[config.mk]
export PLATFORM = sky130hd
export DESIGN_NAME = soc_top
export DESIGN_NICKNAME = d
export VERILOG_FILES = /design/src/design/soc_bus_pkg.sv /design/src/design/soc_periph_pkg.sv /design/src/design/periph_bus_if.sv /design/src/design/bus_ctrl_fsm.sv /design/src/design/data_sram.sv /design/src/design/tick_timer.sv /design/src/design/gpio_port.sv /design/src/design/soc_top.sv
export VERILOG_INCLUDE_DIRS = /design/src /design/src/design
export SDC_FILE = /design/constraint.sdc
export NUM_CORES = 2
export LEC_CHECK = 0
export BUFFER_PORTS_ARGS = -buffer_cell sky130_fd_sc_hd__buf_4
export CELL_PAD_IN_SITES_DETAIL_PLACEMENT = 0
export CELL_PAD_IN_SITES_GLOBAL_PLACEMENT = 1
export CORE_AREA = 2 2 445 447
export CTS_CLUSTER_DIAMETER = 50
export DETAILED_ROUTE_END_ITERATION = 16
export DIE_AREA = 0 0 447 449
export PLACE_DENSITY = 0.73
export RECOVER_POWER = 100
export SETUP_SLACK_MARGIN = 0.05
export SLEW_MARGIN = 20
export SYNTH_ARGS = -nofsm -noshare
export SYNTH_HDL_FRONTEND = slang
export SYNTH_SLANG_ARGS = --single-unit
export TNS_END_PERCENT = 50
[constraint.sdc]
create_clock -name hclk_i -period 3.9 [get_ports hclk_i]
set_input_delay 0.195 -clock hclk_i [delete_from_list [all_inputs] [get_ports hclk_i]]
set_output_delay 0.195 -clock hclk_i [all_outputs]
set_load 0.05 [all_outputs]
[src/design/soc_cfg.svh]
`ifndef SOC_CFG_SVH
`define SOC_CFG_SVH

`default_nettype none

// ----------------------------------------
// Bus widths
// ----------------------------------------
`define SOC_DATA_W      32 // Data word
`define SOC_ADDR_W      16 // Host address
`define SOC_OFFS_W      12 // Word offset inside a region
`define SOC_REGION_W    4  // Region field on top of the address

// ----------------------------------------
// Slave sizes
// ----------------------------------------
`define SOC_SRAM_DEPTH  64 // SRAM words
`define SOC_GPIO_W      16 // GPIO pins
`define SOC_SYNC_STAGES 2  // Input synchronizer flops

`default_nettype wire

`endif

[src/design/soc_bus_pkg.sv]
`include "soc_cfg.svh"

`default_nettype none

package soc_bus_pkg;

	// Address map, one region per slave
	typedef enum logic [`SOC_REGION_W-1:0] {
		REGION_SRAM  = 4'd0,
		REGION_TIMER = 4'd1,
		REGION_GPIO  = 4'd2
	} region_e;

	typedef struct packed {
		region_e                 region; // Upper nibble picks the slave
		logic [`SOC_OFFS_W-1:0]  offset; // Word offset
	} bus_fields_t;

	// Same address word, seen whole by the host and by fields in the controller
	typedef union packed {
		logic [`SOC_ADDR_W-1:0] raw;
		bus_fields_t            fields;
	} bus_addr_u;

	typedef enum logic [1:0] {
		ST_IDLE   = 2'd0,
		ST_ACCESS = 2'd1,
		ST_RESP   = 2'd2
	} ctrl_state_e;

endpackage

`default_nettype wire

[src/design/soc_periph_pkg.sv]
`default_nettype none

package soc_periph_pkg;

	// Timer register map, word offsets
	typedef enum logic [1:0] {
		TMR_LOAD   = 2'd0,
		TMR_VALUE  = 2'd1,
		TMR_CTRL   = 2'd2,
		TMR_STATUS = 2'd3
	} timer_reg_e;

	// GPIO register map, word offsets
	typedef enum logic [1:0] {
		GPIO_OUT = 2'd0,
		GPIO_DIR = 2'd1,
		GPIO_ALT = 2'd2,
		GPIO_IN  = 2'd3 // Read only
	} gpio_reg_e;

	localparam int TMR_CTRL_EN_BIT    = 0; // Count enable
	localparam int TMR_CTRL_IRQEN_BIT = 1; // Interrupt enable

endpackage

`default_nettype wire

[src/design/periph_bus_if.sv]
`include "soc_cfg.svh"

`timescale 1ns/1ps
`default_nettype none

interface periph_bus_if;

	// Controller to slaves
	logic                   sram_sel;
	logic                   timer_sel;
	logic                   gpio_sel;
	logic                   we;
	logic [`SOC_OFFS_W-1:0] offset;
	logic [`SOC_DATA_W-1:0] wdata;

	// Slaves to controller, registered in each slave
	logic [`SOC_DATA_W-1:0] sram_rdata;
	logic [`SOC_DATA_W-1:0] timer_rdata;
	logic [`SOC_DATA_W-1:0] gpio_rdata;

	modport ctrl (
		output sram_sel, timer_sel, gpio_sel, we, offset, wdata,
		input  sram_rdata, timer_rdata, gpio_rdata
	);

	modport sram  (input sram_sel, we, offset, wdata, output sram_rdata);
	modport timer (input timer_sel, we, offset, wdata, output timer_rdata);
	modport gpio  (input gpio_sel, we, offset, wdata, output gpio_rdata);

endinterface

`default_nettype wire

[src/design/bus_ctrl_fsm.sv]
`include "soc_cfg.svh"

`timescale 1ns/1ps
`default_nettype none

module bus_ctrl_fsm (
	input  logic                   hclk_i,
	input  logic                   rst_n_i,
	input  logic                   req_i,
	input  logic                   we_i,
	input  soc_bus_pkg::bus_addr_u addr_i,
	input  logic [`SOC_DATA_W-1:0] wdata_i,
	output logic                   resp_valid_o,
	output logic                   resp_err_o,
	output logic [`SOC_DATA_W-1:0] rdata_o,
	periph_bus_if.ctrl             bus_o
);
	import soc_bus_pkg::*;

	ctrl_state_e            state_q;
	ctrl_state_e            state_d;
	bus_addr_u              addr_q;
	logic                   we_q;
	logic [`SOC_DATA_W-1:0] wdata_q;
	logic                   in_access;
	logic                   region_ok;

	// ----------------------------------------
	// Sequencer
	// ----------------------------------------
	always_comb begin
		case (state_q)
			ST_IDLE:   state_d = req_i ? ST_ACCESS : ST_IDLE;
			ST_ACCESS: state_d = ST_RESP;
			default:   state_d = ST_IDLE; // ST_RESP and unused code
		endcase
	end

	always_ff @(posedge hclk_i or negedge rst_n_i) begin
		if (!rst_n_i) begin
			state_q <= ST_IDLE;
		end else begin
			state_q <= state_d;
		end
	end

	// Request is taken only in idle
	always_ff @(posedge hclk_i) begin
		if (state_q == ST_IDLE && req_i) begin
			addr_q.raw <= addr_i.raw;
			we_q       <= we_i;
			wdata_q    <= wdata_i;
		end
	end

	// ----------------------------------------
	// Address decode
	// ----------------------------------------
	assign in_access = (state_q == ST_ACCESS);
	assign region_ok = addr_q.fields.region inside {REGION_SRAM, REGION_TIMER, REGION_GPIO};

	assign bus_o.sram_sel  = in_access && (addr_q.fields.region == REGION_SRAM);
	assign bus_o.timer_sel = in_access && (addr_q.fields.region == REGION_TIMER);
	assign bus_o.gpio_sel  = in_access && (addr_q.fields.region == REGION_GPIO);
	assign bus_o.we        = we_q;
	assign bus_o.offset    = addr_q.fields.offset;
	assign bus_o.wdata     = wdata_q;

	// ----------------------------------------
	// Response
	// ----------------------------------------
	assign resp_valid_o = (state_q == ST_RESP);
	assign resp_err_o   = (state_q == ST_RESP) && !region_ok;

	always_comb begin
		rdata_o = '0; // Writes and errors return zero
		if (state_q == ST_RESP && !we_q) begin
			case (addr_q.fields.region)
				REGION_SRAM:  rdata_o = bus_o.sram_rdata;
				REGION_TIMER: rdata_o = bus_o.timer_rdata;
				REGION_GPIO:  rdata_o = bus_o.gpio_rdata;
				default:      rdata_o = '0;
			endcase
		end
	end

endmodule

`default_nettype wire

[src/design/data_sram.sv]
`include "soc_cfg.svh"

`timescale 1ns/1ps
`default_nettype none

module data_sram (
	input  logic        hclk_i,
	periph_bus_if.sram  bus_i
);

	localparam int IDX_W = $clog2(`SOC_SRAM_DEPTH);

	logic [`SOC_DATA_W-1:0] mem [`SOC_SRAM_DEPTH];
	logic [`SOC_DATA_W-1:0] rdata_q;
	logic [IDX_W-1:0]       idx;

	assign idx = bus_i.offset[IDX_W-1:0]; // Upper offset bits alias

	always_ff @(posedge hclk_i) begin
		if (bus_i.sram_sel) begin
			if (bus_i.we) begin
				mem[idx] <= bus_i.wdata;
			end
			rdata_q <= mem[idx]; // Old contents on a write
		end
	end

	assign bus_i.sram_rdata = rdata_q;

endmodule

`default_nettype wire

[src/design/tick_timer.sv]
`include "soc_cfg.svh"

`timescale 1ns/1ps
`default_nettype none

module tick_timer (
	input  logic        hclk_i,
	input  logic        rst_n_i,
	periph_bus_if.timer bus_i,
	output logic        irq_o,
	output logic        tick_o
);
	import soc_periph_pkg::*;

	logic [`SOC_DATA_W-1:0] load_q;
	logic [`SOC_DATA_W-1:0] value_q;
	logic [1:0]             ctrl_q;
	logic                   status_q;
	logic                   tick_q;
	logic [`SOC_DATA_W-1:0] rdata_q;
	timer_reg_e             reg_sel;
	logic                   wr_en;
	logic                   reload;

	assign reg_sel = timer_reg_e'(bus_i.offset[1:0]);
	assign wr_en   = bus_i.timer_sel && bus_i.we;
	assign reload  = ctrl_q[TMR_CTRL_EN_BIT] && (value_q == '0);

	// ----------------------------------------
	// Counter and status
	// ----------------------------------------
	always_ff @(posedge hclk_i or negedge rst_n_i) begin
		if (!rst_n_i) begin
			load_q   <= '0;
			value_q  <= '0;
			ctrl_q   <= '0;
			status_q <= 1'b0;
			tick_q   <= 1'b0;
		end else begin
			if (wr_en && reg_sel == TMR_LOAD) begin
				load_q  <= bus_i.wdata;
				value_q <= bus_i.wdata; // Restart from the new value
			end else if (reload) begin
				value_q <= load_q;
			end else if (ctrl_q[TMR_CTRL_EN_BIT]) begin
				value_q <= value_q - 1'b1;
			end

			if (wr_en && reg_sel == TMR_CTRL) begin
				ctrl_q[TMR_CTRL_EN_BIT]    <= bus_i.wdata[TMR_CTRL_EN_BIT];
				ctrl_q[TMR_CTRL_IRQEN_BIT] <= bus_i.wdata[TMR_CTRL_IRQEN_BIT];
			end

			// A reload beats a clear in the same cycle
			if (reload) begin
				status_q <= 1'b1;
				tick_q   <= ~tick_q;
			end else if (wr_en && reg_sel == TMR_STATUS && bus_i.wdata[0]) begin
				status_q <= 1'b0;
			end
		end
	end

	always_ff @(posedge hclk_i) begin
		if (bus_i.timer_sel) begin
			case (reg_sel)
				TMR_LOAD:  rdata_q <= load_q;
				TMR_VALUE: rdata_q <= value_q;
				TMR_CTRL:  rdata_q <= {{(`SOC_DATA_W-2){1'b0}}, ctrl_q};
				default:   rdata_q <= {{(`SOC_DATA_W-1){1'b0}}, status_q};
			endcase
		end
	end

	assign bus_i.timer_rdata = rdata_q;
	assign irq_o             = status_q && ctrl_q[TMR_CTRL_IRQEN_BIT];
	assign tick_o            = tick_q;

endmodule

`default_nettype wire

[src/design/gpio_port.sv]
`include "soc_cfg.svh"

`timescale 1ns/1ps
`default_nettype none

module gpio_port (
	input  logic                   hclk_i,
	input  logic                   rst_n_i,
	periph_bus_if.gpio             bus_i,
	input  logic                   tick_i,
	input  logic [`SOC_GPIO_W-1:0] gpio_i,
	output logic [`SOC_GPIO_W-1:0] gpio_o,
	output logic [`SOC_GPIO_W-1:0] gpio_oe_o
);
	import soc_periph_pkg::*;

	localparam int PAD_W = `SOC_DATA_W - `SOC_GPIO_W;

	logic [`SOC_GPIO_W-1:0]                       out_q;
	logic [`SOC_GPIO_W-1:0]                       dir_q;
	logic [`SOC_GPIO_W-1:0]                       alt_q;
	logic [`SOC_SYNC_STAGES-1:0][`SOC_GPIO_W-1:0] sync_q;
	logic [`SOC_DATA_W-1:0]                       rdata_q;
	gpio_reg_e                                    reg_sel;

	assign reg_sel = gpio_reg_e'(bus_i.offset[1:0]);

	// ----------------------------------------
	// Registers and input sync
	// ----------------------------------------
	always_ff @(posedge hclk_i or negedge rst_n_i) begin
		if (!rst_n_i) begin
			out_q  <= '0;
			dir_q  <= '0;
			alt_q  <= '0;
			sync_q <= '0;
		end else begin
			sync_q <= {sync_q[`SOC_SYNC_STAGES-2:0], gpio_i}; // Shift toward the top
			if (bus_i.gpio_sel && bus_i.we) begin
				case (reg_sel)
					GPIO_OUT: out_q <= bus_i.wdata[`SOC_GPIO_W-1:0];
					GPIO_DIR: dir_q <= bus_i.wdata[`SOC_GPIO_W-1:0];
					GPIO_ALT: alt_q <= bus_i.wdata[`SOC_GPIO_W-1:0];
					default:  ; // GPIO_IN ignores writes
				endcase
			end
		end
	end

	always_ff @(posedge hclk_i) begin
		if (bus_i.gpio_sel) begin
			case (reg_sel)
				GPIO_OUT: rdata_q <= {{PAD_W{1'b0}}, out_q};
				GPIO_DIR: rdata_q <= {{PAD_W{1'b0}}, dir_q};
				GPIO_ALT: rdata_q <= {{PAD_W{1'b0}}, alt_q};
				default:  rdata_q <= {{PAD_W{1'b0}}, sync_q[`SOC_SYNC_STAGES-1]};
			endcase
		end
	end

	assign bus_i.gpio_rdata = rdata_q;

	// Timer tick replaces OUT on pins with ALT set
	assign gpio_o    = (alt_q & {`SOC_GPIO_W{tick_i}}) | (~alt_q & out_q);
	assign gpio_oe_o = dir_q;

endmodule

`default_nettype wire

[src/design/soc_top.sv]
`include "soc_cfg.svh"

`timescale 1ns/1ps
`default_nettype none

module soc_top (
	input  logic                   hclk_i,
	input  logic                   rst_n_i,
	input  logic                   req_i,
	input  logic                   we_i,
	input  logic [`SOC_ADDR_W-1:0] addr_i,
	input  logic [`SOC_DATA_W-1:0] wdata_i,
	output logic                   resp_valid_o,
	output logic                   resp_err_o,
	output logic [`SOC_DATA_W-1:0] rdata_o,
	output logic                   irq_o,
	input  logic [`SOC_GPIO_W-1:0] gpio_i,
	output logic [`SOC_GPIO_W-1:0] gpio_o,
	output logic [`SOC_GPIO_W-1:0] gpio_oe_o
);

	logic timer_tick; // Timer toggle to the GPIO alternate function

	periph_bus_if i_bus ();

	// ----------------------------------------
	// Controller
	// ----------------------------------------
	bus_ctrl_fsm i_ctrl (
		.hclk_i       (hclk_i),
		.rst_n_i      (rst_n_i),
		.req_i        (req_i),
		.we_i         (we_i),
		.addr_i       (addr_i),
		.wdata_i      (wdata_i),
		.resp_valid_o (resp_valid_o),
		.resp_err_o   (resp_err_o),
		.rdata_o      (rdata_o),
		.bus_o        (i_bus.ctrl)
	);

	// ----------------------------------------
	// Slaves
	// ----------------------------------------
	data_sram i_sram (
		.hclk_i (hclk_i),
		.bus_i  (i_bus.sram)
	);

	tick_timer i_timer (
		.hclk_i  (hclk_i),
		.rst_n_i (rst_n_i),
		.bus_i   (i_bus.timer),
		.irq_o   (irq_o),
		.tick_o  (timer_tick)
	);

	gpio_port i_gpio (
		.hclk_i    (hclk_i),
		.rst_n_i   (rst_n_i),
		.bus_i     (i_bus.gpio),
		.tick_i    (timer_tick),
		.gpio_i    (gpio_i),
		.gpio_o    (gpio_o),
		.gpio_oe_o (gpio_oe_o)
	);

endmodule

`default_nettype wire

# After elaboration in Yosys (flattened, before gate mapping)
# Memory sizes are Yosys's and may differ from the RTL's. A register that Yosys moved wholly into a read port is not among the register bits.
# Cells that the tools add are included.
# classes
n_addsub	1
n_eq_ne	7
muxes	14
bitwise_logic	5
reduce_logical	26
# op_table
cell	count
$pmux W32 S3	2
$mux W32	4
$pmux W16 S3	1
$and A16 B16 Y16	2
$logic_not A32 Y1	1
$sub A32 B1 Y32 const B	1
$not A16 Y16	1
$or A16 B16 Y16	1
$logic_and A1 B1 Y1	14
$eq A2 B2 Y1 const B	3
$mux W1	6
$reduce_and A2 Y1	3
$reduce_bool A3 Y1	2
$eq A2 B1 Y1 const B	2
$eq A4 B1 Y1 const B	1
$eq A4 B2 Y1 const B	1
$logic_not A2 Y1	2
$logic_not A4 Y1	1
$pmux W2 S2	1
$logic_not A1 Y1	2
$reduce_bool A2 Y1	1
$not A1 Y1	1
# totals
ff_bits	263
ram_bits	2048
input_bits	68
out_inout_bits	67
word_cells	70
memories	1
# memory_table
memory	depth	word_bits	read_ports	rd_clocked_by_memory_dff	write_ports	line	source
i_sram.mem	64	32	1	1	1	data_sram.sv:13	logic [`SOC_DATA_W-1:0] mem [`SOC_SRAM_DEPTH];

# Depth between registers and ports, before layout
# depth
depth_word	7
ltp_mapped	10
mapped_depth_nobuf	7

# By module
# A second synthesis with hierarchy kept.
# unflattened
cells_unflattened	5416
hier_area_um2	91408.9
# by_module_without_submodules
mod	instances	cells_per_inst	area_per_inst_um2	seq_area_each_um2
data_sram	1	4520	80225.7	62459.9
tick_timer	1	519	4963.5	2662.6
gpio_port	1	205	3872.5	2482.4
bus_ctrl_fsm	1	172	2347.3	1521.5

# Worst setup path after synthesis
# Ideal clock, no wire load.
# synth_path
kind	reg-to-reg
from	register i_ctrl.state_q[1]
to	register i_ctrl.addr_q[0] in the netlist's numbering, enable pin
t_arrival_ps	3617
required_time_ps	3392
path_slack_ps	-224
path_stages_with_launch	2
path_buffers	0
cell_sequence	dfrtp_1 -> nor3b_1
# synth_between
elab_chain_len	2
# synth_lines
element	line	source
start: declaration	bus_ctrl_fsm.sv:20	ctrl_state_e state_q;
start signal: assignment	bus_ctrl_fsm.sv:43	state_q <= state_d;
$logic_not A2 Y1	bus_ctrl_fsm.sv:49	if (state_q == ST_IDLE && req_i) begin
$logic_and A1 B1 Y1	bus_ctrl_fsm.sv:49	
end: declaration	bus_ctrl_fsm.sv:22	bus_addr_u addr_q;
# Every way passes these cells.
# A chain may end at the register's enable or synchronous reset.

# Final worst setup path
# layout_path
from	register i_ctrl.addr_q[13] in the netlist's numbering
to	register i_sram.rdata_q[10], in the netlist i_sram.bus_i.sram_rdata[10] (read register of i_sram.mem), enable pin
# layout_between
elab_chain_len	2
# layout_lines
element	line	source
$logic_not A4 Y1	bus_ctrl_fsm.sv:62	assign bus_o.sram_sel = in_access && (addr_q.fields.region == REGION_SRAM);
$logic_and A1 B1 Y1	bus_ctrl_fsm.sv:62	
via i_bus.sram_sel	periph_bus_if.sv:9	logic sram_sel;
end: declaration	data_sram.sv:14	logic [`SOC_DATA_W-1:0] rdata_q;
# The timed path passes the listed nets, and every way through them passes these cells.

==> results.yml <==
cts:
  path_clk_slew_ns: 0.06
  cts_buffer_depth: 3
  cts_root_buf: "clkbuf_16"
  cts_tree: "yes"
  clk_latency_ns: 0.88
  cts_htree_levels: 4
  cts_buffers: 233
  clkSinkCount: 2321
  postCtsSetupBuffers: 0
  cts_resized: 0
yosys:
  synth_fp_nets: 4233
  synth-async-reset-ratio_pct: 6.463
  yosys.area.top_type: "edfxtp_1"
  syn_area_per_cell_um2: 21.51
  synth_cell_type_count: 73
  synth_cells: 4164
  synthTopCellsByArea: "edfxtp_1 (73%), mux4_2 (13%), dfrtp_1 (4.2%), mux2i_1 (2.7%), mux2_2 (1.3%)"
  synth-edff-count: 2171
  synth_warnings: 0
  ys.flop_type: "edfxtp_1"
  synth.cell_area_um2: 89560
  synth_top_area_share_pct: 72.80
  ys_ff_latch: 2321
  ys_seq_area_share_pct: 76.99
global_routing:
  grt_pass1_vias: 45120
  grt_pass1_wl_um: 342300
  antenna_found_initial: 17
  overflow: 0
  grt_usage_pct: 24.18
  grt_max_degree: 93
layout:
  layout_commonest_cell: "edfxtp_1"
  nFillCells: 15110
  fin_nets: 4761
  design_area_um2: 104200
  drive_gt1_share_pct: 27.94
  area_growth_pct: 16.32
  final_cell_mix: "edfxtp_1 (2171), mux4_2 (524), mux2i_1 (244)"
sta:
  rsz0062_at_grt: "no"
  setup_viol: 0
  tns_ns: 0
  finClkSkew_ns: 0.05173
  hold_violations: 0
  period_minus_slack_ns: 3.873
  worstMarginPinSlew_ns: 3.235
  post-route-period-util_pct: 99.31
  slew_headroom_pct: -115.6
  fmax_mhz: 258.2
  hold_slack_ns: 0.07887
  slew_violations: 2049
routing:
  wire_per_inst_um: 32.27
  drt_iter0_drc: 6594
  ant_nets: 0
  drt-total-wl_um: 243100
  drc: 0
  first_pass_iters: 7
  vias: 45770
  avgViaCountPerCell: 6.077
worst_hold_path:
  hp-class: "primary input to flop"
pwr:
  seq_power_share_pct: 50.7
  peakVddDrop_mv: 0.4645
  total_power_uw: 55390
  leakage_uw: 0.03428
  clockPowerShare_pct: 40.7
  cellPowerDensity_nw_per_um2: 531.7
  internal-power_uw: 42380
  switchingPower_uw: 13010
  p_comb_share_pct: 8.5
  switching_share_pct: 23.49
floorplanning:
  start_util_pct: 45.65
  die_area_um2: 200700
  rows: 163
  core_area_um2: 196200
  die_w_um: 447
  die_h_um: 449
  io_pins: 135
setup_path:
  crit_type: "flop to flop"
  r2r_setup_slack_ns: 0.03
  cp.arrival_ns: 4.44
  crit_top_cell: "buf_4"
  critical-path-top-delay-family: "simple AND/OR/NAND/NOR gates"
  worst_ep_required_time_ns: 4.46
  cpMaxStageDelayCell: "and2_1"
  startpoint_type: "flop"
  worstSetupEndpointType: "flop"
  critPathMaxFanout: 33
  crit_chain: "nor4_2 > buf_4 > and2_1 > buf_4"
  path_buf_inv: 2
  max_stage_delay_ns: 1.46
run:
  cap_viol_max_count: 32
placed_design:
  dp_hpwl_um: 147800
  placed_cell_area_um2: 96500
  portBuffers: 128
  place.gp.congestion: 0.8794
status:
  status: "finished, violations left"
  violations: "capacitance limit, slew limit"
[worst paths after layout]
check	startpoint	to	cells past startpoint
setup reg to reg	i_ctrl.addr_q[13]	i_sram.bus_i.sram_rdata[10]	4
hold reg to reg	i_gpio.sync_q[1]	i_gpio.sync_q[17]	0
hold / removal	wdata_i[17]	i_ctrl.bus_o.wdata[17]	2
max in group asynchronous	rst_n_i	i_timer.load_q[20]	3
setup / recovery	i_ctrl.addr_q[13]	i_sram.bus_i.sram_rdata[10]	4
min in group asynchronous	rst_n_i	i_gpio.alt_q[4]	2
[metal layers]
layer / track usage, % / part of all wire [%] / up-vias
met5: 0 / 0.027 / -
met4: 6.831 / 3.1 / 10
met3: 5.149 / 9.8 / 337
met2: 37.45 / 47 / 2362
met1: 34.89 / 40 / 24530
li1: - / - / 18540
[what timing repair did]
| action | in CTS | in global routing |
|---|---|---|
| hold endpoints to repair | 155 | 0 |
| endpoints found under the setup margin | 0 | 0 |
| hold buffers | 97 | 0 |
[area by class of cell]
type	instances	area (um2)	area share [%]
flip-flops and latches	2321	68950	66.19
repair buffers	533	4234	4.065
clock inverters	155	1813	1.740
multi-input cells	1597	19830	19.04
diodes	7	17.52	0.01682
well taps	2640	3303	3.171
clock buffers	273	6001	5.761
inverters	6	22.52	0.02162
[worst reg2reg max path, delay by kind of cell, from the launching register on]
kind	cells	cell delay [ns]
buf+inv	2	0.90
flops	1	0.45
simple gates	2	2.23
[logic make-up (layout without fill, tap and decap cells)]
group | Yosys count | count (layout) | synth area share [%]
mux | 872 | 872 | 17.21
compound gates | 266 | 266 | 2.089
flops | 2321 | 2321 | 76.99
xor+xnor | 12 | 12 | 0.1174
other cells | 0 | 7 | 0
buf+inv | 246 | 967 | 1.178
fa+ha+maj | 1 | 1 | 0.01397
simple gates | 446 | 446 | 2.403
[power groups by stage]
stage	clock network [uW]	registers (uW)	logic (uW)
global route	23900	28100	5000
CTS	22900	28100	4800
global placement	0	28600	4640
floorplan	0	28700	2630
detailed placement	0	28600	4700
finish	22600	28100	4720
[metrics by stage]
step           instances  util [%]  worst slack (ns)
5_1_grt             7525     53.09            0.1114
4_1_cts             7524     53.66            0.2457
2_1_floorplan       4164         -            0.3156
6_report            7532     53.09           0.02701
3_3_place_gp        6999     49.18            0.5073
3_5_place_dp        6999     49.19            0.4723
[state kept, by name (all words and copies together), names as in the netlist]
name and cells:
i_gpio.bus_i.gpio_rdata 16, i_gpio.alt_q 16, i_timer.bus_i.timer_rdata 32, i_timer.value_q 32, i_sram.mem 2048, i_ctrl.state_q 2
i_ctrl.addr_q 10, i_gpio.gpio_oe_o 16, i_gpio.out_q 16, i_ctrl.bus_o.wdata 32, i_timer.tick_o 1, i_gpio.sync_q 32
i_timer.ctrl_q 2, i_timer.status_q 1, i_timer.load_q 32, i_ctrl.bus_o.we 1, i_sram.bus_i.sram_rdata 32
[cell usage after synthesis (6+ instances only)]
library cell / count
a21oi_1: 14
a221oi_1: 6
a222oi_1: 16
a22oi_1: 24
and2_1: 7
and3_1: 8
buf_1: 54
buf_2: 77
clkbuf_1: 103
dfrtp_1: 150
edfxtp_1: 2171
inv_1: 6
mux2_2: 104
mux2i_1: 244
mux4_2: 524
nand2_1: 138
nand2b_1: 6
nand3_1: 17
nand4_1: 7
nor2_1: 159
nor2b_1: 12
nor3_1: 16
nor4_1: 13
o211ai_1: 18
o21ai_0: 26
o22ai_1: 108
or4_1: 33
xor2_1: 8
Power figures use the tool's default switching activity.
